===== config.mk =====
export PLATFORM = sky130hd
export DESIGN_NAME = dma_core_top
export DESIGN_NICKNAME = d
export VERILOG_FILES = /design/src/verilog/dma_job_pkg.sv /design/src/verilog/dma_reg_pkg.sv /design/src/verilog/dma_backend.sv /design/src/verilog/dma_core_top.sv /design/src/verilog/dma_job_fifo.sv /design/src/verilog/dma_reg_frontend.sv /design/src/verilog/dma_transfer_id_gen.sv
export VERILOG_INCLUDE_DIRS = /design/src /design/src/verilog
export SDC_FILE = /design/constraint.sdc
export NUM_CORES = 1
export LEC_CHECK = 0
export BUFFER_PORTS_ARGS = -buffer_cell sky130_fd_sc_hd__buf_2
export CAP_MARGIN = 15
export CORE_UTILIZATION = 50
export CTS_CLUSTER_DIAMETER = 50
export CTS_CLUSTER_SIZE = 10
export DETAILED_ROUTE_END_ITERATION = 10
export GPL_TIMING_DRIVEN = 0
export PLACE_DENSITY = 0.67
export SYNTH_ARGS = -nofsm -noshare
export SYNTH_HDL_FRONTEND = slang
export SYNTH_SLANG_ARGS = --single-unit

===== constraint.sdc =====
create_clock -name clk_i -period 5.3 [get_ports clk_i]
set_clock_uncertainty 0.15 [all_clocks]
set_input_delay 0.795 -clock clk_i [delete_from_list [all_inputs] [get_ports clk_i]]
set_output_delay 0.795 -clock clk_i [all_outputs]
set_load 0.02 [all_outputs]

===== src/verilog/dma_cfg.svh =====
`ifndef DMA_CFG_SVH
`define DMA_CFG_SVH

// Memory word address width
`define DMA_ADDR_W 16

// Data and register bus width
`define DMA_DATA_W 32

// Transfer length in words
`define DMA_LEN_W 16

// Transfer id width
`define DMA_ID_W 32

`define DMA_FIFO_DEPTH 2

// Register word offsets
`define DMA_REG_SRC     3'd0
`define DMA_REG_DST     3'd1
`define DMA_REG_LEN     3'd2
`define DMA_REG_STATUS  3'd3
`define DMA_REG_NEXT_ID 3'd4
`define DMA_REG_DONE_ID 3'd5

`endif


===== src/verilog/dma_job_pkg.sv =====
`include "dma_cfg.svh"

package dma_job_pkg;

  typedef logic [`DMA_ADDR_W-1:0] addr_t;
  typedef logic [`DMA_DATA_W-1:0] data_t;
  typedef logic [`DMA_LEN_W-1:0]  len_t;

  // One copy job in word addresses and a word count
  typedef struct packed {
    addr_t src;
    addr_t dst;
    len_t  len;
  } dma_job_t;

  // Shared read/write memory port
  typedef struct packed {
    logic  req;
    logic  we;
    addr_t addr;
    data_t wdata;
  } mem_req_t;

  typedef struct packed {
    logic  gnt;
    logic  rvalid;
    data_t rdata;
  } mem_rsp_t;

endpackage


===== src/verilog/dma_reg_pkg.sv =====
`include "dma_cfg.svh"

package dma_reg_pkg;

  // Word offset into the register file
  typedef logic [2:0] reg_idx_t;

  typedef logic [`DMA_DATA_W-1:0] reg_data_t;

  // Host to DMA
  typedef struct packed {
    logic      valid;
    logic      write;
    reg_idx_t  addr;
    reg_data_t wdata;
  } reg_req_t;

  // DMA to host where ready may stall a launch read
  typedef struct packed {
    logic      ready;
    reg_data_t rdata;
  } reg_rsp_t;

endpackage


===== src/verilog/dma_backend.sv =====
`include "dma_cfg.svh"

module dma_backend
  import dma_job_pkg::*;
(
  input  logic     clk_i,
  input  logic     rst_n_i,
  input  dma_job_t job_i,
  input  logic     job_valid_i,
  output logic     job_ready_o,
  output mem_req_t mem_req_o,
  input  mem_rsp_t mem_rsp_i,
  output logic     done_o,
  output logic     idle_o
);

  localparam int unsigned ADDR_W = `DMA_ADDR_W;

  typedef enum logic [2:0] {
    IDLE,
    READ,
    WAIT_DATA,
    WRITE,
    DONE
  } state_e;

  state_e   state_q;
  dma_job_t job_q;
  len_t     word_cnt_q;
  len_t     word_nxt;
  data_t    data_q;
  logic     job_take;

  assign job_ready_o = (state_q == IDLE);
  assign idle_o      = (state_q == IDLE);
  assign done_o      = (state_q == DONE);
  assign job_take    = job_valid_i & job_ready_o;
  assign word_nxt    = word_cnt_q + 1'b1;

  always_ff @(posedge clk_i) begin
    if (!rst_n_i) begin
      state_q    <= IDLE;
      word_cnt_q <= '0;
    end else begin
      case (state_q)
        IDLE: begin
          if (job_take) begin
            word_cnt_q <= '0;
            // Zero-length jobs retire without touching memory
            state_q    <= (job_i.len == '0) ? DONE : READ;
          end
        end
        READ: begin
          if (mem_rsp_i.gnt) state_q <= WAIT_DATA;
        end
        WAIT_DATA: begin
          if (mem_rsp_i.rvalid) state_q <= WRITE;
        end
        WRITE: begin
          if (mem_rsp_i.gnt) begin
            word_cnt_q <= word_nxt;
            state_q    <= (word_nxt == job_q.len) ? DONE : READ;
          end
        end
        DONE: begin
          state_q <= IDLE;
        end
        default: state_q <= IDLE;
      endcase
    end
  end

  always_ff @(posedge clk_i) begin
    if (job_take) begin
      job_q <= job_i;
    end
    if (state_q == WAIT_DATA && mem_rsp_i.rvalid) begin
      data_q <= mem_rsp_i.rdata;
    end
  end

  // Request fields only change on a state change, so they hold until gnt
  always_comb begin
    mem_req_o.req   = (state_q == READ) || (state_q == WRITE);
    mem_req_o.we    = (state_q == WRITE);
    mem_req_o.wdata = data_q;
    if (state_q == WRITE) begin
      mem_req_o.addr = job_q.dst + ADDR_W'(word_cnt_q);
    end else begin
      mem_req_o.addr = job_q.src + ADDR_W'(word_cnt_q);
    end
  end

endmodule


===== src/verilog/dma_core_top.sv =====
`include "dma_cfg.svh"

module dma_core_top
  import dma_reg_pkg::*;
  import dma_job_pkg::*;
(
  input  logic     clk_i,
  input  logic     rst_n_i,
  input  reg_req_t reg_req_i,
  output reg_rsp_t reg_rsp_o,
  output mem_req_t mem_req_o,
  input  mem_rsp_t mem_rsp_i
);

  // Frontend to FIFO
  dma_job_t fe_job;
  logic     fe_valid;
  logic     fe_ready;
  // FIFO to backend
  dma_job_t be_job;
  logic     be_valid;
  logic     be_ready;

  logic                 issue;
  logic                 retire;
  logic [`DMA_ID_W-1:0] next_id;
  logic [`DMA_ID_W-1:0] done_id;
  logic                 fifo_empty;
  logic                 be_idle;
  logic                 busy;

  assign issue = fe_valid & fe_ready;
  assign busy  = ~(fifo_empty & be_idle);

  dma_reg_frontend i_dma_reg_frontend (
    .clk_i       ( clk_i     ),
    .rst_n_i     ( rst_n_i   ),
    .reg_req_i   ( reg_req_i ),
    .reg_rsp_o   ( reg_rsp_o ),
    .job_o       ( fe_job    ),
    .job_valid_o ( fe_valid  ),
    .job_ready_i ( fe_ready  ),
    .next_id_i   ( next_id   ),
    .done_id_i   ( done_id   ),
    .busy_i      ( busy      )
  );

  dma_job_fifo i_dma_job_fifo (
    .clk_i   ( clk_i      ),
    .rst_n_i ( rst_n_i    ),
    .data_i  ( fe_job     ),
    .valid_i ( fe_valid   ),
    .ready_o ( fe_ready   ),
    .data_o  ( be_job     ),
    .valid_o ( be_valid   ),
    .ready_i ( be_ready   ),
    .empty_o ( fifo_empty )
  );

  dma_transfer_id_gen i_dma_transfer_id_gen (
    .clk_i       ( clk_i   ),
    .rst_n_i     ( rst_n_i ),
    .issue_i     ( issue   ),
    .retire_i    ( retire  ),
    .next_o      ( next_id ),
    .completed_o ( done_id )
  );

  dma_backend i_dma_backend (
    .clk_i       ( clk_i     ),
    .rst_n_i     ( rst_n_i   ),
    .job_i       ( be_job    ),
    .job_valid_i ( be_valid  ),
    .job_ready_o ( be_ready  ),
    .mem_req_o   ( mem_req_o ),
    .mem_rsp_i   ( mem_rsp_i ),
    .done_o      ( retire    ),
    .idle_o      ( be_idle   )
  );

endmodule


===== src/verilog/dma_job_fifo.sv =====
`include "dma_cfg.svh"

module dma_job_fifo
  import dma_job_pkg::*;
(
  input  logic     clk_i,
  input  logic     rst_n_i,
  input  dma_job_t data_i,
  input  logic     valid_i,
  output logic     ready_o,
  output dma_job_t data_o,
  output logic     valid_o,
  input  logic     ready_i,
  output logic     empty_o
);

  localparam int unsigned DEPTH = `DMA_FIFO_DEPTH;
  localparam int unsigned PTR_W = (DEPTH > 1) ? $clog2(DEPTH) : 1;
  localparam int unsigned CNT_W = $clog2(DEPTH + 1);

  dma_job_t         mem_q [DEPTH];
  logic [PTR_W-1:0] wr_ptr_q;
  logic [PTR_W-1:0] rd_ptr_q;
  logic [CNT_W-1:0] count_q;
  logic             push;
  logic             pop;

  assign ready_o = (count_q != CNT_W'(DEPTH));
  assign valid_o = (count_q != '0);
  assign empty_o = (count_q == '0);
  assign data_o  = mem_q[rd_ptr_q];

  assign push = valid_i & ready_o;
  assign pop  = valid_o & ready_i;

  always_ff @(posedge clk_i) begin
    if (push) begin
      mem_q[wr_ptr_q] <= data_i;
    end
  end

  always_ff @(posedge clk_i) begin
    if (!rst_n_i) begin
      wr_ptr_q <= '0;
      rd_ptr_q <= '0;
      count_q  <= '0;
    end else begin
      if (push) begin
        wr_ptr_q <= (wr_ptr_q == PTR_W'(DEPTH - 1)) ? '0 : wr_ptr_q + 1'b1;
      end
      if (pop) begin
        rd_ptr_q <= (rd_ptr_q == PTR_W'(DEPTH - 1)) ? '0 : rd_ptr_q + 1'b1;
      end
      // Simultaneous push and pop leaves the count alone
      if (push && !pop) begin
        count_q <= count_q + 1'b1;
      end else if (pop && !push) begin
        count_q <= count_q - 1'b1;
      end
    end
  end

endmodule


===== src/verilog/dma_reg_frontend.sv =====
`include "dma_cfg.svh"

module dma_reg_frontend
  import dma_reg_pkg::*;
  import dma_job_pkg::*;
(
  input  logic                 clk_i,
  input  logic                 rst_n_i,
  input  reg_req_t             reg_req_i,
  output reg_rsp_t             reg_rsp_o,
  output dma_job_t             job_o,
  output logic                 job_valid_o,
  input  logic                 job_ready_i,
  input  logic [`DMA_ID_W-1:0] next_id_i,
  input  logic [`DMA_ID_W-1:0] done_id_i,
  input  logic                 busy_i
);

  localparam int unsigned DATA_W = `DMA_DATA_W;

  logic  launch;
  logic  reg_write;
  addr_t src_q;
  addr_t dst_q;
  len_t  len_q;

  // A read of the next-id register launches the job
  assign launch = reg_req_i.valid & ~reg_req_i.write &
                  (reg_req_i.addr == `DMA_REG_NEXT_ID);

  assign reg_write = reg_req_i.valid & reg_req_i.write;

  always_ff @(posedge clk_i) begin
    if (!rst_n_i) begin
      src_q <= '0;
      dst_q <= '0;
      len_q <= '0;
    end else if (reg_write) begin
      case (reg_req_i.addr)
        `DMA_REG_SRC: src_q <= reg_req_i.wdata[`DMA_ADDR_W-1:0];
        `DMA_REG_DST: dst_q <= reg_req_i.wdata[`DMA_ADDR_W-1:0];
        `DMA_REG_LEN: len_q <= reg_req_i.wdata[`DMA_LEN_W-1:0];
        default: ;
      endcase
    end
  end

  assign job_o.src   = src_q;
  assign job_o.dst   = dst_q;
  assign job_o.len   = len_q;
  assign job_valid_o = launch;

  // Launch read stalls while the FIFO is full
  assign reg_rsp_o.ready = launch ? job_ready_i : 1'b1;

  always_comb begin
    reg_rsp_o.rdata = '0;
    case (reg_req_i.addr)
      `DMA_REG_SRC: begin
        reg_rsp_o.rdata = DATA_W'(src_q);
      end
      `DMA_REG_DST: begin
        reg_rsp_o.rdata = DATA_W'(dst_q);
      end
      `DMA_REG_LEN: begin
        reg_rsp_o.rdata = DATA_W'(len_q);
      end
      `DMA_REG_STATUS: begin
        reg_rsp_o.rdata = DATA_W'(busy_i);
      end
      `DMA_REG_NEXT_ID: begin
        reg_rsp_o.rdata = DATA_W'(next_id_i);
      end
      `DMA_REG_DONE_ID: begin
        reg_rsp_o.rdata = DATA_W'(done_id_i);
      end
      default: ;
    endcase
  end

endmodule


===== src/verilog/dma_transfer_id_gen.sv =====
`include "dma_cfg.svh"

module dma_transfer_id_gen (
  input  logic                 clk_i,
  input  logic                 rst_n_i,
  input  logic                 issue_i,
  input  logic                 retire_i,
  output logic [`DMA_ID_W-1:0] next_o,
  output logic [`DMA_ID_W-1:0] completed_o
);

  logic [`DMA_ID_W-1:0] next_q;
  logic [`DMA_ID_W-1:0] completed_q;

  // Ids start at 1, so 0 means nothing has completed yet
  always_ff @(posedge clk_i) begin
    if (!rst_n_i) begin
      next_q <= `DMA_ID_W'(1);
    end else if (issue_i) begin
      next_q <= next_q + 1'b1;
    end
  end

  // Jobs retire in order
  always_ff @(posedge clk_i) begin
    if (!rst_n_i) begin
      completed_q <= '0;
    end else if (retire_i) begin
      completed_q <= completed_q + 1'b1;
    end
  end

  assign next_o      = next_q;
  assign completed_o = completed_q;

endmodule

After elaboration in Yosys (flattened, before gate mapping)

Memories as Yosys holds them, arrays and structs flattened. A register that Yosys moved wholly into a read port is not among the register bits.
Cells that the tools add are included.

Flip-flop bits (word level): 215
RAM bits: 96
Input port bits: 73
Output and inout port bits: 83
Logic and storage cells: 86
Memories: 1

Memory list:

| memory               | depth | width | read ports | clocked after memory_dff | wr ports | RTL line           | source |
|---|---|---|---|---|---|---|---|
| i_dma_job_fifo.mem_q | 2     | 48    | 1          | 1                        | 1        | dma_job_fifo.sv:21 | `dma_job_t mem_q [DEPTH];` |

Add/sub/neg operators: 9
Equality and inequality tests: 15
Mux-type cells: 21
Bitwise operators: 8
Reductions and logical operators: 18

Operator list:

| operator                                                                 | count |
|---|---|
| 32-bit case mux with 6 select lines                                      | 1 |
| 32-bit by 1-bit adder with 32-bit output (second input constant)         | 2 |
| 16-bit 2-to-1 mux                                                        | 3 |
| 16-bit adder                                                             | 2 |
| 16-bit case mux with 2 select lines                                      | 1 |
| 3-bit 2-to-1 mux                                                         | 6 |
| 16-bit by 1-bit adder with 16-bit output (second input constant)         | 1 |
| 16-bit equality test                                                     | 1 |
| 16-bit zero test                                                         | 1 |
| 3-bit by 2-bit equality test with 1-bit output (second input constant)   | 4 |
| 3-bit case mux with 4 select lines                                       | 1 |
| 3-bit equality test (second input constant)                              | 3 |
| 1-bit 2-to-1 mux                                                         | 7 |
| 1-bit bitwise AND                                                        | 6 |
| 3-bit by 1-bit equality test with 1-bit output (second input constant)   | 2 |
| 3-bit zero test                                                          | 2 |
| 2-bit inequality test (second input constant)                            | 3 |
| 2-bit AND reduction                                                      | 3 |
| 2-bit nonzero test                                                       | 3 |
| 2-bit 2-to-1 mux                                                         | 2 |
| 2-bit by 1-bit inequality test with 1-bit output (second input constant) | 2 |
| 4-bit AND reduction                                                      | 1 |
| 1-bit logical AND                                                        | 3 |
| 3-bit AND reduction                                                      | 1 |
| other kinds (7)                                                          | 10 |

Depth between registers and ports, before layout

Gate-level depths: netlist of the first run.

Depth in word-level cells: 8
Depth in mapped cells: 14
Mapped depth without buffers: 13

By module

A second synthesis of the first run with hierarchy kept.

Cells, all modules: 1217
Area total of the unflattened synthesis: 14202.4 sq um

By module, submodules not included:

| module              | instances | cells an instance | area each (sq um) | seq. area each (sq um) |
|---|---|---|---|---|
| dma_backend         | 1         | 385               | 4742.0            | 2782.7 |
| dma_job_fifo        | 1         | 174               | 3709.8            | 2982.9 |
| dma_transfer_id_gen | 1         | 353               | 2982.9            | 1281.2 |
| dma_reg_frontend    | 1         | 303               | 2757.6            | 960.9 |
| dma_core_top        | 1         | 2                 | 10.0              | 0.0 |

Worst setup path before layout of the first run

No wires, ideal clock.

Path kind: input to register
From: in reg_req_i[33] (netlist bit)
To: mem i_dma_job_fifo.mem_q[0][0] (netlist bit), enable pin
Library setup time: 0.460 ns
Data arrival time: 3.799 ns
Required time: 4.690 ns
Slack: 0.891 ns
Cell stages on the path: 5
Path buffers: 2
Cell sequence: buf_6 -> nor3b_4 -> and3_1 -> buf_4 -> nor2b_1

Longest elaborated chain between the ends: 5

Ends and longest elaborated chain:

| item                                   | RTL line               | source |
|---|---|---|
| start: declaration                     | dma_core_top.sv:9      | `input reg_req_t reg_req_i,` |
| 3-bit equality test (no line)          | n/a                    |  |
| 1-bit bitwise AND                      | dma_reg_frontend.sv:28 | `assign launch = reg_req_i.valid & ~reg_req_i.write &` |
| 1-bit bitwise AND                      | dma_job_fifo.sv:33     | `assign push = valid_i & ready_o;` |
| via i_dma_job_fifo.push                | dma_job_fifo.sv:25     | `logic push;` |
| 1-bit 2-to-1 mux                       | dma_job_fifo.sv:37     | `if (push) begin` |
| 1-bit 2-to-1 mux (implied by the code) | dma_job_fifo.sv:38     | `mem_q[wr_ptr_q] <= data_i;` |
| end: declaration                       | dma_job_fifo.sv:21     |  |

The timed path passes the listed nets, and every way through them passes these cells.

==> results of run 1 <==
[metal layers]
layer  track usage [%]  routed length [µm]  up-vias
met1              32.0               14700     4750
met4              7.51                 849        0
met5                 0                   0        -
met3              3.36                1960       57
li1                  -                   -     4746
met2              41.4               16600      331
[cell type report]
type                       count  area (µm²)
buffer                        60         255
clock buffer                  56        1040
clock inverter                 6        57.6
fill                        2246       10900
inverter                      22        82.6
multi-input combinational    816        5510
sequential                   312        8010
tap                          341         427
timing repair buffer         142         768
[cell usage in the layout (no fill, tap or decap), types with 4 or more instances in the layout]
cell type,n
and4_1,6
a311oi_1,4
a21boi_0,52
nand2b_1,5
dfxtp_1,136
clkbuf_1,64
xor2_1,46
nand3_1,28
buf_2,143
inv_1,20
nor4_1,10
a31oi_1,5
a22o_1,16
nor2b_1,17
o22ai_1,16
nand4b_1,4
clkbuf_16,39
o21ai_0,28
mux2i_1,12
and3_1,19
ha_1,19
nand2_1,147
mux2_2,74
and2_1,18
a21oi_1,40
edfxtp_1,176
nor2_1,84
a22oi_1,27
nand4_1,23
nor3_1,13
or3_1,14
xnor2_1,44
[worst max-delay path by stage]
| stage | depth (start not counted) | to | from |
|---|---|---|---|
| 6_report | 15 | mem_req_o[46] | i_dma_backend.state_q[0]$_SDFFE_PN0P_ |
| 5_1_grt | 15 | mem_req_o[46] | i_dma_backend.state_q[0]$_SDFFE_PN0P_ |
| 4_1_cts | 15 | mem_req_o[46] | i_dma_backend.state_q[0]$_SDFFE_PN0P_ |
| 3_5_place_dp | 12 | mem_req_o[47] | i_dma_backend.state_q[0]$_SDFFE_PN0P_ |
| 3_3_place_gp | 5 | i_dma_job_fifo.mem_q[0][22]$_DFFE_PP_ | reg_req_i[34] |
| 2_1_floorplan | 5 | i_dma_job_fifo.mem_q[0][0]$_DFFE_PP_ | reg_req_i[33] |
[power breakdown]
group	internal (mW)	switching [mW]	leakage [nW]
Sequential	2.81	0.0789	2.76
Combinational	0.393	0.607	2.62
Clock	1.40	0.928	0.533
Total	4.60	1.61	5.91
[timing repair]
item / 4_1_cts / 5_1_grt
hold buffers: 0 / 0
resized for setup: 3 / 3
hold endpoints to repair: 0 / 0
endpoints found under the setup margin: 4 / 4
[cells in the mapped netlist, drive strengths merged (3+ instances only)]
| cell | instances |
|---|---|
| mux2i | 12 |
| o21ai | 29 |
| nand4b | 4 |
| a31oi | 6 |
| mux2 | 74 |
| nor3 | 16 |
| a21o | 3 |
| inv | 21 |
| nor3b | 6 |
| xor2 | 46 |
| nand2 | 148 |
| nand4 | 25 |
| edfxtp | 176 |
| a22o | 16 |
| or3 | 14 |
| and4 | 6 |
| xnor2 | 44 |
| and2 | 19 |
| ha | 19 |
| nor2b | 19 |
| nor4 | 10 |
| buf | 12 |
| nand3 | 28 |
| a311oi | 4 |
| a22oi | 27 |
| nand2b | 5 |
| clkbuf | 48 |
| a21oi | 40 |
| o22ai | 16 |
| dfxtp | 136 |
| and3 | 19 |
| nor2 | 84 |
| a21boi | 52 |
[stage by stage]
stage / total power [mW] / worst slack [ns]
final: 6.21 / 0.344
after global routing: 6.44 / -0.00989
after CTS: 6.25 / 0.0751
after detailed placement: 3.93 / 0.289
after global placement: 3.90 / -0.623
after floorplan: 3.59 / 0.891
[state kept, by name, summed over array words and instances (netlist names), named ones only]
name	flops
i_dma_job_fifo.mem_q	96
i_dma_backend.state_q	3
i_dma_reg_frontend.len_q	16
i_dma_job_fifo.rd_ptr_q	1
i_dma_reg_frontend.src_q	16
i_dma_reg_frontend.dst_q	16
i_dma_backend.word_cnt_q	16
i_dma_transfer_id_gen.next_o	32
i_dma_backend.job_q	48
i_dma_job_fifo.count_q	2
i_dma_backend.data_q	32
i_dma_job_fifo.wr_ptr_q	1
i_dma_transfer_id_gen.completed_o	32
[worst max-delay path, cell delays in order (launching register included)]
cell	delay, ns
dfxtp_1	0.48
nor2b_4	0.26
nand2_2	0.18
clkbuf_4	0.29
mux2_2	0.29
ha_1	0.16
inv_1	0.06
fa_1	0.40
nor2b_1	0.15
o21ai_0	0.15
a21oi_1	0.28
o31a_1	0.22
a21oi_1	0.08
o21ba_2	0.20
xnor2_1	0.12
buf_2	0.18
[cell families after synthesis]
| kind of cell | after synthesis | synth area share [%] |
|---|---|---|
| XOR/XNOR | 91 | 5.87 |
| flip-flops | 312 | 57.9 |
| AND/OR/NAND/NOR | 412 | 15.0 |
| multiplexers | 86 | 6.90 |
| adder cells (fa/ha/maj) | 20 | 1.86 |
| buffers and inverters | 82 | 2.42 |
| AO/OA/AOI/OAI | 207 | 10.1 |
==> reports/qor.csv, run 1 <==
stage;metric;value;unit
yosys;Seq/Total Area, Yosys;57.9;%
timing;final hold vios;0;
timing;minimum clock period;4.96;ns
floorplan;Die H;168;µm
timing;f_max;0.202;GHz
worst_hold_path;Hold Path Depth;1;
finish;Core Util, Final;59.8;%
yosys;Yosys Warn Count;0;
drt;via count;9884;
finish;fin nets;1485;
status;status;finished clean;
yosys;largest cells by area after synthesis;edfxtp_1 38%, dfxtp_1 20%, mux2_2 6.0%;
placed_design;Routability Congestion;0.903;
yosys;EDFF count, synth;176;
yosys;Seq cells post-synth;312;
finish;P&R area growth vs syn;16.8;%
cts;Clk Latency, worst-skew pair;0.51;ns
worst_hold_path;Hold EP;i_dma_backend.data_q[5]$_DFFE_PP_;
cts;TritonCTS clock tree;done;
cts;Clock Tree Buf Depth;3;
finish;fin area;16100;µm²
timing;fin. max-slew vios;0;
grt;vias in the first global route;9534;
yosys;async set-reset flop share out of synthesis;0;%
floorplan;Initial Utilization;51.1;%
finish;ant diodes;0;
setup_path;crit end category;primary output;
cts;htree depth;2;
yosys;syn_area_per_cell;11.4;µm²
finish;Finished Layout Cells;1755;
drt;Post-DRT Antenna Nets;0;
timing;Worst Tran Pin Value;0.862;ns
finish;share of cells above drive strength 1;20.6;%
grt;total track usage;24.3;%
drt;router iterations before antenna repair;6;
floorplan;core footprint;27000;µm²
cts;CTS Sinks;312;
pwr;Lkg Pwr;5.91;nW
yosys;mapped cell area;13800;µm²
worst_hold_path;Worst Min Path Start;mem_rsp_i[5];
drt;Post-Route WL;34.1;mm
timing;Slew HR;42.6;%
placed_design;placed insts;1693;
timing;Final setup viols;0;
floorplan;row count;60;
drt;initial DRC count;768;
grt;initial antenna violation count;0;
drt;routed length per instance;19.4;µm
drt;DR vias/cell;5.63;
job;max capacitance violation total;0;
drt;DRC viols;0;
setup_path;Critical Path RT;4.36;ns
timing;final worst-path cycle share;93.5;%
grt;first-pass GRT wire length;52.5;mm
setup_path;worst reg2reg setup slack;2.23;ns
placed_design;# port buffers;137;
pwr;Pwr per Cell Area;385;nW/µm²
yosys;top-area cell type share of the netlist area;38.2;%
floorplan;full die area;28300;µm²
cts;CTS Root Buffer Type;clkbuf_16;
floorplan;total I/O pin count;156;
worst_hold_path;Tightest Hold Check Type;in -> reg;
setup_path;FF-to-FF End;i_dma_backend.state_q[0]$_SDFFE_PN0P_;
yosys;cell taking the most area after synthesis;edfxtp_1;
setup_path;Crit Path Class;reg -> out;
timing;final hold slack;0.309;ns
setup_path;Reg2Reg Launch Point;i_dma_backend.word_cnt_q[0]$_SDFFE_PN0P_;
pwr;maximum vdd drop;0.217;mV
yosys;distinct cell type count after synthesis;61;
grt;total grt overflow;0;
grt;largest net degree at the start of global routing;41;
yosys;Gate Count Post-Synth;1210;
placed_design;placed cell areas;15000;µm²
setup_path;worst-path fanout max;10;
cts;cts bufs inserted;38;
setup_path;CP Data Arrival Time;4.01;ns
placed_design;Post-DP HPWL;25.2;mm
yosys;Syn Nets;1303;
timing;setup TNS;0;ns
cts;post-CTS setup buffers;0;
setup_path;CP Launch Type;flop;
cts;clk slew on worst S/H paths;0.06;ns
floorplan;Die Span X;168;µm
setup_path;cells on worst reg2reg path;9;
yosys;top_reg_cell synth;edfxtp_1;
Note: power is estimated with default switching activity, not from simulation.
==> inputs of run 2 (changes only) <==
--- a/config.mk
+++ b/config.mk
@@ -8,6 +8,7 @@
 export LEC_CHECK = 0
 export BUFFER_PORTS_ARGS = -buffer_cell sky130_fd_sc_hd__buf_2
 export CAP_MARGIN = 15
+export CORE_MARGIN = 5
 export CORE_UTILIZATION = 50
 export CTS_CLUSTER_DIAMETER = 50
 export CTS_CLUSTER_SIZE = 10
==> run 2 against run 1 <==
Effect of this change:
- via count is 0.23% higher
- worst hold slack got worse by 0.0062 ns
- routed wire length is 0.74% higher
- critical path depth unchanged
- utilization grew 0.65 points
- combinational power about the same
- register-to-register slack improved by 0.07 ns
==> reports/qor.csv, run 2 (synthesis gave the netlist of run 1 again) <==
stage;metric;value;unit
cts;TritonCTS clock tree;done;
timing;setup TNS;0;ns
worst_hold_path;Tightest Hold Check Type;in -> reg;
grt;largest net degree at the start of global routing;40;
finish;fin nets;1487;
timing;Worst Tran Pin Value;0.919;ns
floorplan;Die Span X;176;µm
timing;Final setup viols;0;
job;max capacitance violation total;0;
finish;fin area;16400;µm²
timing;Slew HR;38.4;%
cts;clk slew on worst S/H paths;0.05;ns
timing;minimum clock period;5.08;ns
drt;router iterations before antenna repair;5;
setup_path;Critical Path RT;4.36;ns
cts;Clock Tree Buf Depth;3;
timing;slack of the critical path;0.219;ns
cts;CTS Hold Buffers Added;0;
floorplan;Die H;176;µm
timing;fin. max-slew vios;0;
timing;final hold slack;0.303;ns
cts;post-CTS setup buffers;0;
pwr;Sw Share;25.5;%
status;status;finished clean;
finish;Top Registers;i_dma_job_fifo.mem_q x96, i_dma_backend.job_q x48;
cts;htree depth;2;
cts;post-CTS sizing;2;
floorplan;total I/O pin count;156;
drt;DRC viols;0;
drt;initial DRC count;670;
setup_path;CP Buf/Inv Count;3;
timing;RSZ-0062 raised after global routing;false;
setup_path;critical path cell sequence;nor2b_2 -> nand2_2 -> buf_2 -> mux2_2 -> ha_1 -> inv_1 -> fa_1 -> nor2b_1 -> o21ai_0 -> a21oi_1 -> o31a_1 -> a21oi_1 -> o21ba_2 -> xnor2_1 -> buf_2;
pwr;Clk pwr share;40.5;%
timing;final worst-path cycle share;95.9;%
setup_path;CP Data Arrival Time;4.14;ns
placed_design;Routability Congestion;0.909;
finish;Layout fillers;2245;
grt;vias in the first global route;9787;
grt;total track usage;22.0;%
floorplan;row count;60;
grt;first-pass GRT wire length;53.9;mm
floorplan;full die area;31100;µm²
floorplan;core footprint;27100;µm²
pwr;Reg power frac;44.2;%
setup_path;CP max-delay cell;dfxtp_1;
setup_path;CP Launch Type;flop;
finish;share of cells above drive strength 1;21.0;%
finish;commonest non-fill, non-tap cell in the layout;edfxtp_1;
timing;final hold vios;0;
placed_design;Post-DP HPWL;25.3;mm
grt;total grt overflow;0;
setup_path;CP top delay family;compound AO/OA/AOI/OAI gates;
cts;cts bufs inserted;40;
pwr;Lkg Pwr;6.00;nW
pwr;Pwr per Cell Area;398;nW/µm²
setup_path;crit-path max cell delay;0.47;ns
cts;CTS Root Buffer Type;clkbuf_16;
cts;Clk Latency, worst-skew pair;0.52;ns
floorplan;Initial Utilization;51.0;%
finish;max reg flops;96;
pwr;Comb power frac;15.3;%
placed_design;placed insts;1724;
cts;CTS Sinks;312;
placed_design;placed cell areas;15100;µm²
drt;DR vias/cell;5.52;
placed_design;dpl ws;0.300;ns
setup_path;crit end category;primary output;
placed_design;# port buffers;137;
grt;initial antenna violation count;1;
finish;P&R area growth vs syn;18.4;%
finish;ant diodes;0;
setup_path;worst-path fanout max;10;
finish;Top reg by flops;i_dma_job_fifo.mem_q;
pwr;net switching power;1.66;mW
finish;Finished Layout Cells;1794;
pwr;maximum vdd drop;0.269;mV
drt;Post-DRT Antenna Nets;0;
setup_path;Crit Path Class;reg -> out;
timing;f_max;0.197;GHz
drt;routed length per instance;19.2;µm
drt;Post-Route WL;34.4;mm
finish;most frequent cells in the layout;176 x edfxtp_1, 147 x nand2_1, 144 x buf_2;
pwr;Tot Pwr;6.52;mW
finish;Core Util, Final;60.4;%
pwr;internal power component;4.86;mW
drt;via count;9907;
==> run 2: changes by cell type in the layout (fill, tap and decap cells not counted), sizes merged <==
cell and change:
buf +1, clkbuf +3, bufinv +3, clkinvlp +2, inv +1, clkinv -2
==> run 2: worst paths after layout <==
kind	slack [ns]	start	depth (start not counted)	to
worst max-delay path	0.22	i_dma_backend.state_q[0]$_SDFFE_PN0P_	15	mem_req_o[46]
worst min register to register	0.33	i_dma_reg_frontend.src_q[10]$_SDFFE_PN0P_	0	i_dma_job_fifo.mem_q[1][42]$_DFFE_PP_
worst min-delay path	0.30	mem_rsp_i[13]	1	i_dma_backend.data_q[13]$_DFFE_PP_
worst max register to register	2.30	i_dma_backend.word_cnt_q[9]$_SDFFE_PN0P_	8	i_dma_backend.state_q[0]$_SDFFE_PN0P_
==> run 2: per-layer routing <==
layer | vias to the layer above | global-route usage [%] | share of wire, %
met2 | 284 | 37.4 | 48
met4 | 2 | 5.49 | 2.1
met5 | - | 0 | 0.038
li1 | 4744 | - | -
met1 | 4815 | 29.8 | 44
met3 | 62 | 3.58 | 5.5
==> run 2: layout make-up <==
class                           count  area, µm²  share of cell area [%]
Multi-Input combinational cell    816       5500                    33.6
Timing Repair Buffer              142        772                    4.72
Sequential cell                   312       8010                    48.9
Clock buffer                       60       1130                    6.89
Tap cell                          372        465                    2.84
Clock inverter                     10        161                   0.986
Buffer                             60        253                    1.54
Inverter                           22       82.6                   0.505
==> run 2: power groups by stage <==
stage	logic, mW	clock network [mW]	registers, mW
after floorplan	0.657	0	2.93
after global placement	0.964	0	2.94
after detailed placement	0.996	0	2.94
after CTS	1.00	2.68	2.89
after global routing	1.08	2.80	2.90
final	0.996	2.64	2.89
